[src/lms_fe_defs.svh]
`ifndef LMS_FE_DEFS_SVH
`define LMS_FE_DEFS_SVH

// One word on the LMS6002D parallel data bus
`define LMS_WORD_W 12

// Zero bits appended below each received word
`define LMS_PAD_W 2

// Receive sample as handed to the DSP side
`define LMS_SAMPLE_W (`LMS_WORD_W + `LMS_PAD_W)

`endif

[src/lms_fe_pkg.sv]
`include "lms_fe_defs.svh"

package lms_fe_pkg;

   // Raw word as it appears on an RX or TX data bus
   typedef logic [`LMS_WORD_W-1:0] lms_word_t;

   // Widened receive sample pair
   typedef struct packed
   {
      logic [`LMS_SAMPLE_W-1:0] i;
      logic [`LMS_SAMPLE_W-1:0] q;
   } iq_sample_t;

   // Both receive channels, aligned
   typedef struct packed
   {
      iq_sample_t ch1;
      iq_sample_t ch2;
   } dual_frame_t;

   // One transmit I/Q pair before interleaving
   typedef struct packed
   {
      lms_word_t i;
      lms_word_t q;
   } tx_pair_t;

endpackage

[src/lms_rx_capture.sv]
`timescale 1ns/1ps
`include "lms_fe_defs.svh"

// One LMS receive channel. The ADC puts I and Q on the same 12-bit bus,
// IQSEL high for I and low for Q. A pair counts only when a Q word comes
// directly after an I word.
module lms_rx_capture
(
   input  logic                   lms_clk,
   input  logic                   rst_n_i,
   input  lms_fe_pkg::lms_word_t  rx_d_i,
   input  logic                   rx_iqsel_i,   // High marks an I word
   output lms_fe_pkg::iq_sample_t sample_o,     // Held until the next pair
   output logic                   pair_stb_o
);

   logic [`LMS_SAMPLE_W-1:0] rx_wide;   // Bus word with padding appended
   logic [`LMS_SAMPLE_W-1:0] i_hold;    // I word waiting for its Q
   logic                     i_seen;    // Previous word was an I word
   logic                     q_done;    // This Q word closes a pair

   // Widening is a plain shift up by the pad width
   assign rx_wide = {rx_d_i, {`LMS_PAD_W{1'b0}}};

   assign q_done = !rx_iqsel_i && i_seen;

   always_ff @(posedge lms_clk or negedge rst_n_i)
   begin
      if (!rst_n_i)
      begin
         i_seen     <= 1'b0;
         pair_stb_o <= 1'b0;
      end
      else
      begin
         i_seen     <= rx_iqsel_i;
         pair_stb_o <= q_done;   // One cycle per completed pair
      end
   end

   // I is parked in i_hold, so sample_o only moves when a whole pair is in
   always_ff @(posedge lms_clk)
   begin
      if (rx_iqsel_i)
      begin
         i_hold <= rx_wide;
      end
      else if (q_done)
      begin
         sample_o.i <= i_hold;
         sample_o.q <= rx_wide;
      end
   end

endmodule

[src/lms_rx_combine.sv]
`timescale 1ns/1ps

// Aligns the two receive channels into one dual-channel frame.
// Each channel parks its latest pair until the other channel has one too.
module lms_rx_combine
(
   input  logic                    lms_clk,
   input  logic                    rst_n_i,
   input  lms_fe_pkg::iq_sample_t  ch1_sample_i,
   input  lms_fe_pkg::iq_sample_t  ch2_sample_i,
   input  logic                    ch1_stb_i,
   input  logic                    ch2_stb_i,
   output lms_fe_pkg::dual_frame_t frame_o,
   output logic                    frame_stb_o,
   output logic                    skew_o        // Sticky until reset
);

   import lms_fe_pkg::*;

   iq_sample_t ch1_pend;      // Latest pair per channel
   iq_sample_t ch2_pend;
   logic [1:0] stb_in;        // Bit 0 is channel 1
   logic [1:0] pend_flag;
   logic [1:0] skew_hit;
   logic       issue;         // Both channels have a pair waiting

   assign stb_in = {ch2_stb_i, ch1_stb_i};
   assign issue  = &pend_flag;

   // A pair that lands on the issue edge is a fresh one, not a skew
   assign skew_hit = stb_in & pend_flag & {2{!issue}};

   always_ff @(posedge lms_clk or negedge rst_n_i)
   begin
      if (!rst_n_i)
      begin
         pend_flag   <= 2'b00;
         frame_stb_o <= 1'b0;
         skew_o      <= 1'b0;
      end
      else
      begin
         // New strobe sets, issue clears
         pend_flag   <= stb_in | (pend_flag & {2{!issue}});
         frame_stb_o <= issue;
         if (|skew_hit)
         begin
            skew_o <= 1'b1;
         end
      end
   end

   // A second pair before the frame goes out replaces the first
   always_ff @(posedge lms_clk)
   begin
      if (ch1_stb_i)
      begin
         ch1_pend <= ch1_sample_i;
      end
      if (ch2_stb_i)
      begin
         ch2_pend <= ch2_sample_i;
      end
      if (issue)
      begin
         frame_o.ch1 <= ch1_pend;   // Old values, even if overwritten now
         frame_o.ch2 <= ch2_pend;
      end
   end

endmodule

[src/lms_tx_interleave.sv]
`timescale 1ns/1ps

// Feeds both LMS DACs. Each bus carries I then Q on alternate cycles,
// with IQSEL low for I and high for Q.
module lms_tx_interleave
(
   input  logic                  lms_clk,
   input  logic                  rst_n_i,
   input  lms_fe_pkg::tx_pair_t  tx1_pair_i,
   input  lms_fe_pkg::tx_pair_t  tx2_pair_i,
   output lms_fe_pkg::lms_word_t tx1_d_o,
   output lms_fe_pkg::lms_word_t tx2_d_o,
   output logic                  tx1_iqsel_o,
   output logic                  tx2_iqsel_o
);

   import lms_fe_pkg::*;

   logic      iq_phase;     // High while Q is on the bus
   lms_word_t tx1_q_hold;   // Q half of the pair taken at the I edge
   lms_word_t tx2_q_hold;

   // Shared phase keeps the two DACs in lockstep
   always_ff @(posedge lms_clk or negedge rst_n_i)
   begin
      if (!rst_n_i)
      begin
         iq_phase <= 1'b1;   // First cycle out of reset is I
         tx1_d_o  <= '0;
         tx2_d_o  <= '0;
      end
      else
      begin
         iq_phase <= !iq_phase;
         if (iq_phase)
         begin
            tx1_d_o <= tx1_pair_i.i;
            tx2_d_o <= tx2_pair_i.i;
         end
         else
         begin
            tx1_d_o <= tx1_q_hold;
            tx2_d_o <= tx2_q_hold;
         end
      end
   end

   // Q is taken together with I so the pair on the bus is coherent
   always_ff @(posedge lms_clk)
   begin
      if (iq_phase)
      begin
         tx1_q_hold <= tx1_pair_i.q;
         tx2_q_hold <= tx2_pair_i.q;
      end
   end

   assign tx1_iqsel_o = iq_phase;
   assign tx2_iqsel_o = iq_phase;

endmodule

[src/lms_frontend.sv]
`timescale 1ns/1ps

// LMS6002D data-path bridge. Two receive channels are captured and
// aligned into dual frames; two transmit pairs are interleaved onto the
// DAC buses.
module lms_frontend
(
   input  logic                    lms_clk,
   input  logic                    rst_n_i,

   // Receive buses
   input  lms_fe_pkg::lms_word_t   rx1_d_i,
   input  logic                    rx1_iqsel_i,
   input  lms_fe_pkg::lms_word_t   rx2_d_i,
   input  logic                    rx2_iqsel_i,

   // Transmit pairs
   input  lms_fe_pkg::tx_pair_t    tx1_pair_i,
   input  lms_fe_pkg::tx_pair_t    tx2_pair_i,

   // Aligned receive frames
   output lms_fe_pkg::dual_frame_t rx_frame_o,
   output logic                    rx_frame_stb_o,
   output logic                    rx_skew_o,

   // DAC buses
   output lms_fe_pkg::lms_word_t   tx1_d_o,
   output logic                    tx1_iqsel_o,
   output lms_fe_pkg::lms_word_t   tx2_d_o,
   output logic                    tx2_iqsel_o
);

   import lms_fe_pkg::*;

   iq_sample_t rx1_sample;
   iq_sample_t rx2_sample;
   logic       rx1_pair_stb;
   logic       rx2_pair_stb;

   lms_rx_capture rx1_capture_i
   (
      .lms_clk    (lms_clk),
      .rst_n_i    (rst_n_i),
      .rx_d_i     (rx1_d_i),
      .rx_iqsel_i (rx1_iqsel_i),
      .sample_o   (rx1_sample),
      .pair_stb_o (rx1_pair_stb)
   );

   lms_rx_capture rx2_capture_i
   (
      .lms_clk    (lms_clk),
      .rst_n_i    (rst_n_i),
      .rx_d_i     (rx2_d_i),
      .rx_iqsel_i (rx2_iqsel_i),
      .sample_o   (rx2_sample),
      .pair_stb_o (rx2_pair_stb)
   );

   lms_rx_combine rx_combine_i
   (
      .lms_clk      (lms_clk),
      .rst_n_i      (rst_n_i),
      .ch1_sample_i (rx1_sample),
      .ch2_sample_i (rx2_sample),
      .ch1_stb_i    (rx1_pair_stb),
      .ch2_stb_i    (rx2_pair_stb),
      .frame_o      (rx_frame_o),
      .frame_stb_o  (rx_frame_stb_o),
      .skew_o       (rx_skew_o)
   );

   // Transmit side shares only clock and reset with receive
   lms_tx_interleave tx_interleave_i
   (
      .lms_clk     (lms_clk),
      .rst_n_i     (rst_n_i),
      .tx1_pair_i  (tx1_pair_i),
      .tx2_pair_i  (tx2_pair_i),
      .tx1_d_o     (tx1_d_o),
      .tx2_d_o     (tx2_d_o),
      .tx1_iqsel_o (tx1_iqsel_o),
      .tx2_iqsel_o (tx2_iqsel_o)
   );

endmodule

[config.mk]
export PLATFORM = sky130hd
export DESIGN_NAME = lms_frontend
export DESIGN_NICKNAME = d
export VERILOG_FILES = /design/src/lms_fe_pkg.sv /design/src/lms_rx_capture.sv /design/src/lms_rx_combine.sv /design/src/lms_tx_interleave.sv /design/src/lms_frontend.sv
export VERILOG_INCLUDE_DIRS = /design/src /design/src/src
export SDC_FILE = /design/constraint.sdc
export NUM_CORES = 1
export LEC_CHECK = 0
export ABC_AREA = 1
export BUFFER_PORTS_ARGS = -buffer_cell sky130_fd_sc_hd__buf_2
export CORE_MARGIN = 3
export CORE_UTILIZATION = 29
export CTS_BUF_LIST = sky130_fd_sc_hd__clkbuf_4 sky130_fd_sc_hd__clkbuf_8
export CTS_CLUSTER_SIZE = 30
export DETAILED_ROUTE_END_ITERATION = 7
export PLACE_DENSITY_LB_ADDON = 0.3
export SLEW_MARGIN = 10
export SYNTH_ARGS = -nofsm -noshare
export SYNTH_HDL_FRONTEND = slang
export SYNTH_SLANG_ARGS = --single-unit
[constraint.sdc]
create_clock -name lms_clk -period 5.72 [get_ports lms_clk]
set_input_delay 0.286 -clock lms_clk [delete_from_list [all_inputs] [get_ports lms_clk]]
set_output_delay 0.286 -clock lms_clk [all_outputs]
set_load 0.005 [all_outputs]
==> results of run 1 <==
flip-flops by register name, indices dropped and copies added (netlist names), 2 cells and up:
signal	cells
rx1_capture_i.i_hold	12
rx1_capture_i.sample_o	24
rx2_capture_i.i_hold	12
rx2_capture_i.sample_o	24
rx_combine_i.ch1_pend	24
rx_combine_i.ch2_pend	24
rx_combine_i.frame_o	48
rx_combine_i.pend_flag	2
tx_interleave_i.tx1_d_o	12
tx_interleave_i.tx1_q_hold	12
tx_interleave_i.tx2_d_o	12
tx_interleave_i.tx2_q_hold	12
path summary, 6_finish.rpt:
check,from,slack [ns],end,cells past startpoint
min reg2reg,rx1_capture_i.sample_o[23],0.41,rx_combine_i.ch1_pend[23],0
max,tx_interleave_i.tx1_iqsel_o,3.43,tx2_iqsel_o,1
min in group asynchronous,rst_n_i,0.43,tx_interleave_i.tx1_d_o[10],2
min,rx1_iqsel_i,0.09,rx1_capture_i.i_seen,1
max reg2reg,tx_interleave_i.tx1_iqsel_o,3.93,tx_interleave_i.tx1_d_o[11],3
max in group asynchronous,rst_n_i,4.76,rx_combine_i.skew_o,2
final cells by class:
class | instances | area, sq um
inverters | 7 | 31.3
clock inverters | 20 | 106
flip-flops and latches | 225 | 6590
clock buffers | 50 | 626
multi-input cells | 88 | 369
repair buffers | 225 | 1490
well taps | 319 | 399
fillers | 2139 | 14100
cell usage after synthesis (all sizes together):
library cell | count | area [sq um]
nand3 | 3 | 15.0
nor2 | 2 | 7.51
nand2 | 73 | 297
dfstp | 1 | 26.3
inv | 7 | 31.3
dfrtp | 32 | 801
conb | 1 | 3.75
edfxtp | 192 | 5770
buf | 14 | 125
o21bai | 2 | 15.0
repair_timing:
action,4_1_cts,5_1_grt
resized for setup,0,0
endpoints found under the setup margin,0,0
hold buffers,73,0
endpoints found under the hold margin,128,0
cell usage in the layout, fill, tap and decap left out:
cell type / Yosys / final
clkbuf_4: 0 / 10
nor2_2: 0 / 2
edfxtp_1: 192 / 192
clkinv_1: 0 / 10
dfstp_2: 1 / 1
nand2_1: 64 / 64
inv_1: 6 / 5
inv_2: 0 / 1
clkinv_8: 0 / 1
nand3_1: 3 / 3
o21bai_1: 2 / 2
dfrtp_1: 32 / 32
dlygate4sd3_1: 0 / 73
conb_1: 1 / 8
inv_6: 1 / 3
clkinv_2: 0 / 7
buf_4: 11 / 1
buf_2: 0 / 151
clkbuf_8: 0 / 40
nand2_2: 9 / 9
layer usage:
metal  global-route usage, %  vias up  part of all wire, %
met2                    16.6      146                   50
li1                        -     1702                    -
met4                    3.96        2                  2.4
met5                       0        -                 0.12
met3                    4.23       29                  8.9
met1                    10.9     1680                   38
per-stage QoR:
step	instances	hold WS (ns)	util, %	cell area [sq um]
after floorplan	334	-0.00959	-	7110
after global placement	791	0.401	34.3	8160
after detailed placement	791	0.405	34.3	8160
after CTS	934	0.0405	40.5	9620
after global routing	934	0.0584	40.5	9620
final	934	0.0920	40.5	9620
power by group through the flow:
stage	sequential, W	clock (W)	combinational [W]
finish	0.00191	0.00134	0.000155
floorplan	0.00194	0	0.0000322
detailed placement	0.00194	0	0.000120
global route	0.00192	0.00149	0.000174
CTS	0.00191	0.00141	0.000158
global placement	0.00194	0	0.000117
logic make-up (layout without fill, tap and decap cells):
kind of cell | count (synthesis) | after routing | synth area share [%]
DFF | 225 | 225 | 93.0
and+or+nand+nor | 78 | 78 | 4.50
other | 1 | 8 | 0.0529
AOI/OAI and AO/OA | 2 | 2 | 0.212
buffers and inverters | 21 | 302 | 2.21
==> results.yml, run 1 <==
detailed_routing:
  first_iter_violations: 119
  ant_nets: 0
  wl_per_cell_microns: 13.7
  via_per_inst: 3.81
  vias: 3559
  drc: 0
  dr.pass1.iters: 4
  wl_mm: 12.8
sta:
  setup_viol: 0
  rsz0062_at_grt: "no"
  slew_headroom_pct: 21.5
  fmax_mhz: 436
  worst_slack_ns: 3.43
  post-route-period-util_pct: 40.1
  tns_ns: 0
  finClkSkew_ns: 0.00840
  timing.final.hold_violations: 0
  worstMarginPinSlew_ns: 1.18
  period_minus_slack_ns: 2.29
  slew_viol_final: 0
worst_setup_path:
  max_stage_delay_ns: 1.20
  cp.arrival_ns: 2.01
  cp_top_family: "flip-flops"
  crit_path_top_delay_cell: "dfstp_2"
  path_cells: "buf_2"
  cp_data_required_time_ns: 5.43
  start_kind: "flip-flop"
  worst-setup-path-type: "reg2out"
  cp.buffers_inverters: 1
  endpoint_kind: "primary output"
  cp_max_fo: 51
final_layout:
  fin_nets: 661
  area_growth_pct: 35.7
  antenna_cells: 0
  drive_above_1_share_pct: 36.7
pwr:
  switching_share_pct: 21.1
  pwr-share-seq_pct: 56.1
  total_power_w: 0.00340
  powerDensity_mw_per_mm2: 354
  p_leak_nw: 3.80
  ir_worst_vdd_v: 0.000150
  p_switching_w: 0.000720
  pwr-share-clk_pct: 39.3
  intPower_w: 0.00268
  pwr-share-comb_pct: 4.6
clocking:
  path_clk_slew_ns: 0.06
  cts-htree-levels: 2
  tritoncts: "built"
  cts_sinks: 225
  post-cts-setup-buffers: 0
  clock_path_buffers: 3
  cts-root-buf: "clkbuf_8"
  clk_latency_ns: 0.51
  cts_buffers: 38
die:
  coreArea_sq_mm: 0.0238
  die-area_sq_mm: 0.0263
  rows: 56
  die_w_microns: 162
  initial_core_util_pct: 29.8
  pin_count: 160
  die-height_microns: 162
yosys:
  synth-seq-cells: 225
  syn-cell-area_sq_mm: 0.00709
  netlist_instances: 327
  synth-warning-count: 0
  synth_cell_type_count: 14
  avgSynthCellArea_sq_um: 21.7
  yosysSeqAreaShare_pct: 93.0
grt:
  track_usage_pct: 9.82
  antenna_found_initial: 1
  grt_pass1_vias: 3922
  grt_pass1_wl_mm: 20.2
  grt_max_degree: 52
  grt_overflow: 0
placed_design:
  port_buffers: 151
  dp_slack_ns: 3.82
  hpwl_mm: 7.80
  gp_congestion: 0.675
status:
  status: "completed"
job:
  max_cap_viol_count: 0
min_path:
  hold_class: "in2reg"
Power figures use the tool's default switching activity.
==> run 2: changes to the inputs <==
==> constraint.sdc (replaced) <==
create_clock -name lms_clk -period 2.32 [get_ports lms_clk]
set_input_delay 0.116 -clock lms_clk [delete_from_list [all_inputs] [get_ports lms_clk]]
set_output_delay 0.116 -clock lms_clk [all_outputs]
set_load 0.005 [all_outputs]
==> run 2 against run 1 <==
Sequential share of layout area shrank 0.50 points. Wire length shrank 1.5%. First-iteration DRC count is 6.7% lower. Register-to-register slack worse by 3.2 ns. Via count down 0.59%.
==> results.yml, run 2 (same netlist as run 1, synthesis figures left out) <==
status:
  status: "completed"
die:
  die-area_sq_mm: 0.0263
  coreArea_sq_mm: 0.0238
  die-height_microns: 162
  rows: 56
  pin_count: 160
  die_w_microns: 162
  initial_core_util_pct: 29.8
placed_design:
  placed_cell_area_sq_mm: 0.00820
  port_buffers: 151
  dp_slack_ns: 0.714
  hpwl_mm: 7.76
  gp_congestion: 0.702
sta:
  worst_slack_ns: 0.254
  slew_viol_final: 0
  setup_viol: 0
  fmax_mhz: 484
  period_minus_slack_ns: 2.07
  slew_headroom_pct: 45.6
  rsz0062_at_grt: "no"
  tns_ns: 0
  worstMarginPinSlew_ns: 0.817
  finClkSkew_ns: 0.00999
  post-route-period-util_pct: 89.1
  timing.final.hold_violations: 0
grt:
  antenna_found_initial: 1
  grt_max_degree: 34
  grt_pass1_wl_mm: 19.9
  track_usage_pct: 9.59
  grt_overflow: 0
  grt_pass1_vias: 3745
job:
  max_cap_viol_count: 0
final_layout:
  final_cell_mix: "edfxtp_1, buf_2, dlygate4sd3_1"
  regArea_sq_mm: 0.00659
  area_growth_pct: 36.7
  fin_nets: 669
  nFillCells: 2143
  regMostFlops: "rx_combine_i.frame_o"
  antenna_cells: 0
  drive_above_1_share_pct: 37.2
  mostFrequentLayoutCell: "edfxtp_1"
  final_area_sq_mm: 0.00969
  multi_input_area_sq_um: 369
  largest_register_ffs: 48
worst_setup_path:
  cp.arrival_ns: 1.95
  r2r_setup_slack_ns: 0.72
  reg2regPathDepth: 1
  cp_data_required_time_ns: 2.20
  path_cells: "buf_4 > buf_2"
  max_stage_delay_ns: 0.88
  endpoint_kind: "primary output"
  rr_startpoint: "tx_interleave_i.tx1_iqsel_o"
  start_kind: "flip-flop"
  cp_max_fo: 27
  r2r_end: "tx_interleave_i.tx1_q_hold[5]"
  crit_path_top_delay_cell: "dfstp_2"
  worst-setup-path-type: "reg2out"
pwr:
  total_power_w: 0.00846
  ir_worst_vdd_v: 0.000524
  powerDensity_mw_per_mm2: 873
  p_leak_nw: 3.83
detailed_routing:
  wl_mm: 12.6
  dr.pass1.iters: 4
  first_iter_violations: 111
  ant_nets: 0
  via_per_inst: 3.76
  vias: 3538
  drc: 0
  wl_per_cell_microns: 13.4
clocking:
  clock_path_buffers: 3
  post-cts-setup-buffers: 0
  cts-htree-levels: 2
  path_clk_slew_ns: 0.06
  cts_buffers: 38
  clk_latency_ns: 0.51
  tritoncts: "built"
  cts_resized: 0
  postCtsHoldBufs: 75
  cts-root-buf: "clkbuf_8"
  cts_sinks: 225
min_path:
  hold_class: "in2async"
run 2: cell types whose count changed in the layout (fill, tap and decap cells not counted), sizes merged:
cell / before / now
buf: 152 / 158
clkinv: 18 / 13
clkinvlp: 0 / 3
dlygate4sd3: 73 / 75
bufinv: 0 / 1
inv: 9 / 8
run 2: critical path: cells and delay by family, from the launching register on:
kind | cells | cell delay, ns
flip-flops | 1 | 0.88
buffers and inverters | 2 | 0.55
run 2: power by group:
part           internal, W  total (W)  switching (W)
clock              0.00187    0.00335        0.00149
combinational     0.000205   0.000414       0.000209
sequential         0.00464    0.00469      0.0000524
total              0.00671    0.00846        0.00175
run 2: per-stage QoR:
step / util [%] / std cells / hold slack (ns)
2_1_floorplan: - / 334 / -0.180
3_3_place_gp: 34.5 / 797 / 0.252
3_5_place_dp: 34.5 / 797 / 0.275
4_1_cts: 40.8 / 940 / 0.237
5_1_grt: 40.8 / 940 / 0.293
6_report: 40.8 / 940 / 0.267
run 2: layer usage:
layer	vias to the layer above	GRT usage, %	wire length (microns)
li1	1713	-	-
met1	1657	11.7	5290
met2	139	15.5	6120
met3	27	3.44	923
met4	2	3.96	278
met5	-	0	13
run 2: worst max-delay path by stage:
stage                           startpoint                             to  cells after the start
4_1_cts        tx_interleave_i.tx1_iqsel_o                    tx1_iqsel_o                      2
6_report       tx_interleave_i.tx1_iqsel_o                    tx1_iqsel_o                      2
3_3_place_gp     rx_combine_i.pend_flag[1]        rx_combine_i.frame_o[6]                      3
2_1_floorplan         rx1_capture_i.i_seen     rx1_capture_i.sample_o[10]                      2
5_1_grt        tx_interleave_i.tx1_iqsel_o                    tx1_iqsel_o                      2
3_5_place_dp   tx_interleave_i.tx1_iqsel_o  tx_interleave_i.tx1_q_hold[5]                      1
run 2: cell type report:
cell class | count | area share, %
well taps | 319 | 4.12
repair buffers | 233 | 16.1
clock inverters | 18 | 1.21
flip-flops and latches | 225 | 68.0
clock buffers | 50 | 6.39
inverters | 7 | 0.323
multi-input cells | 88 | 3.81
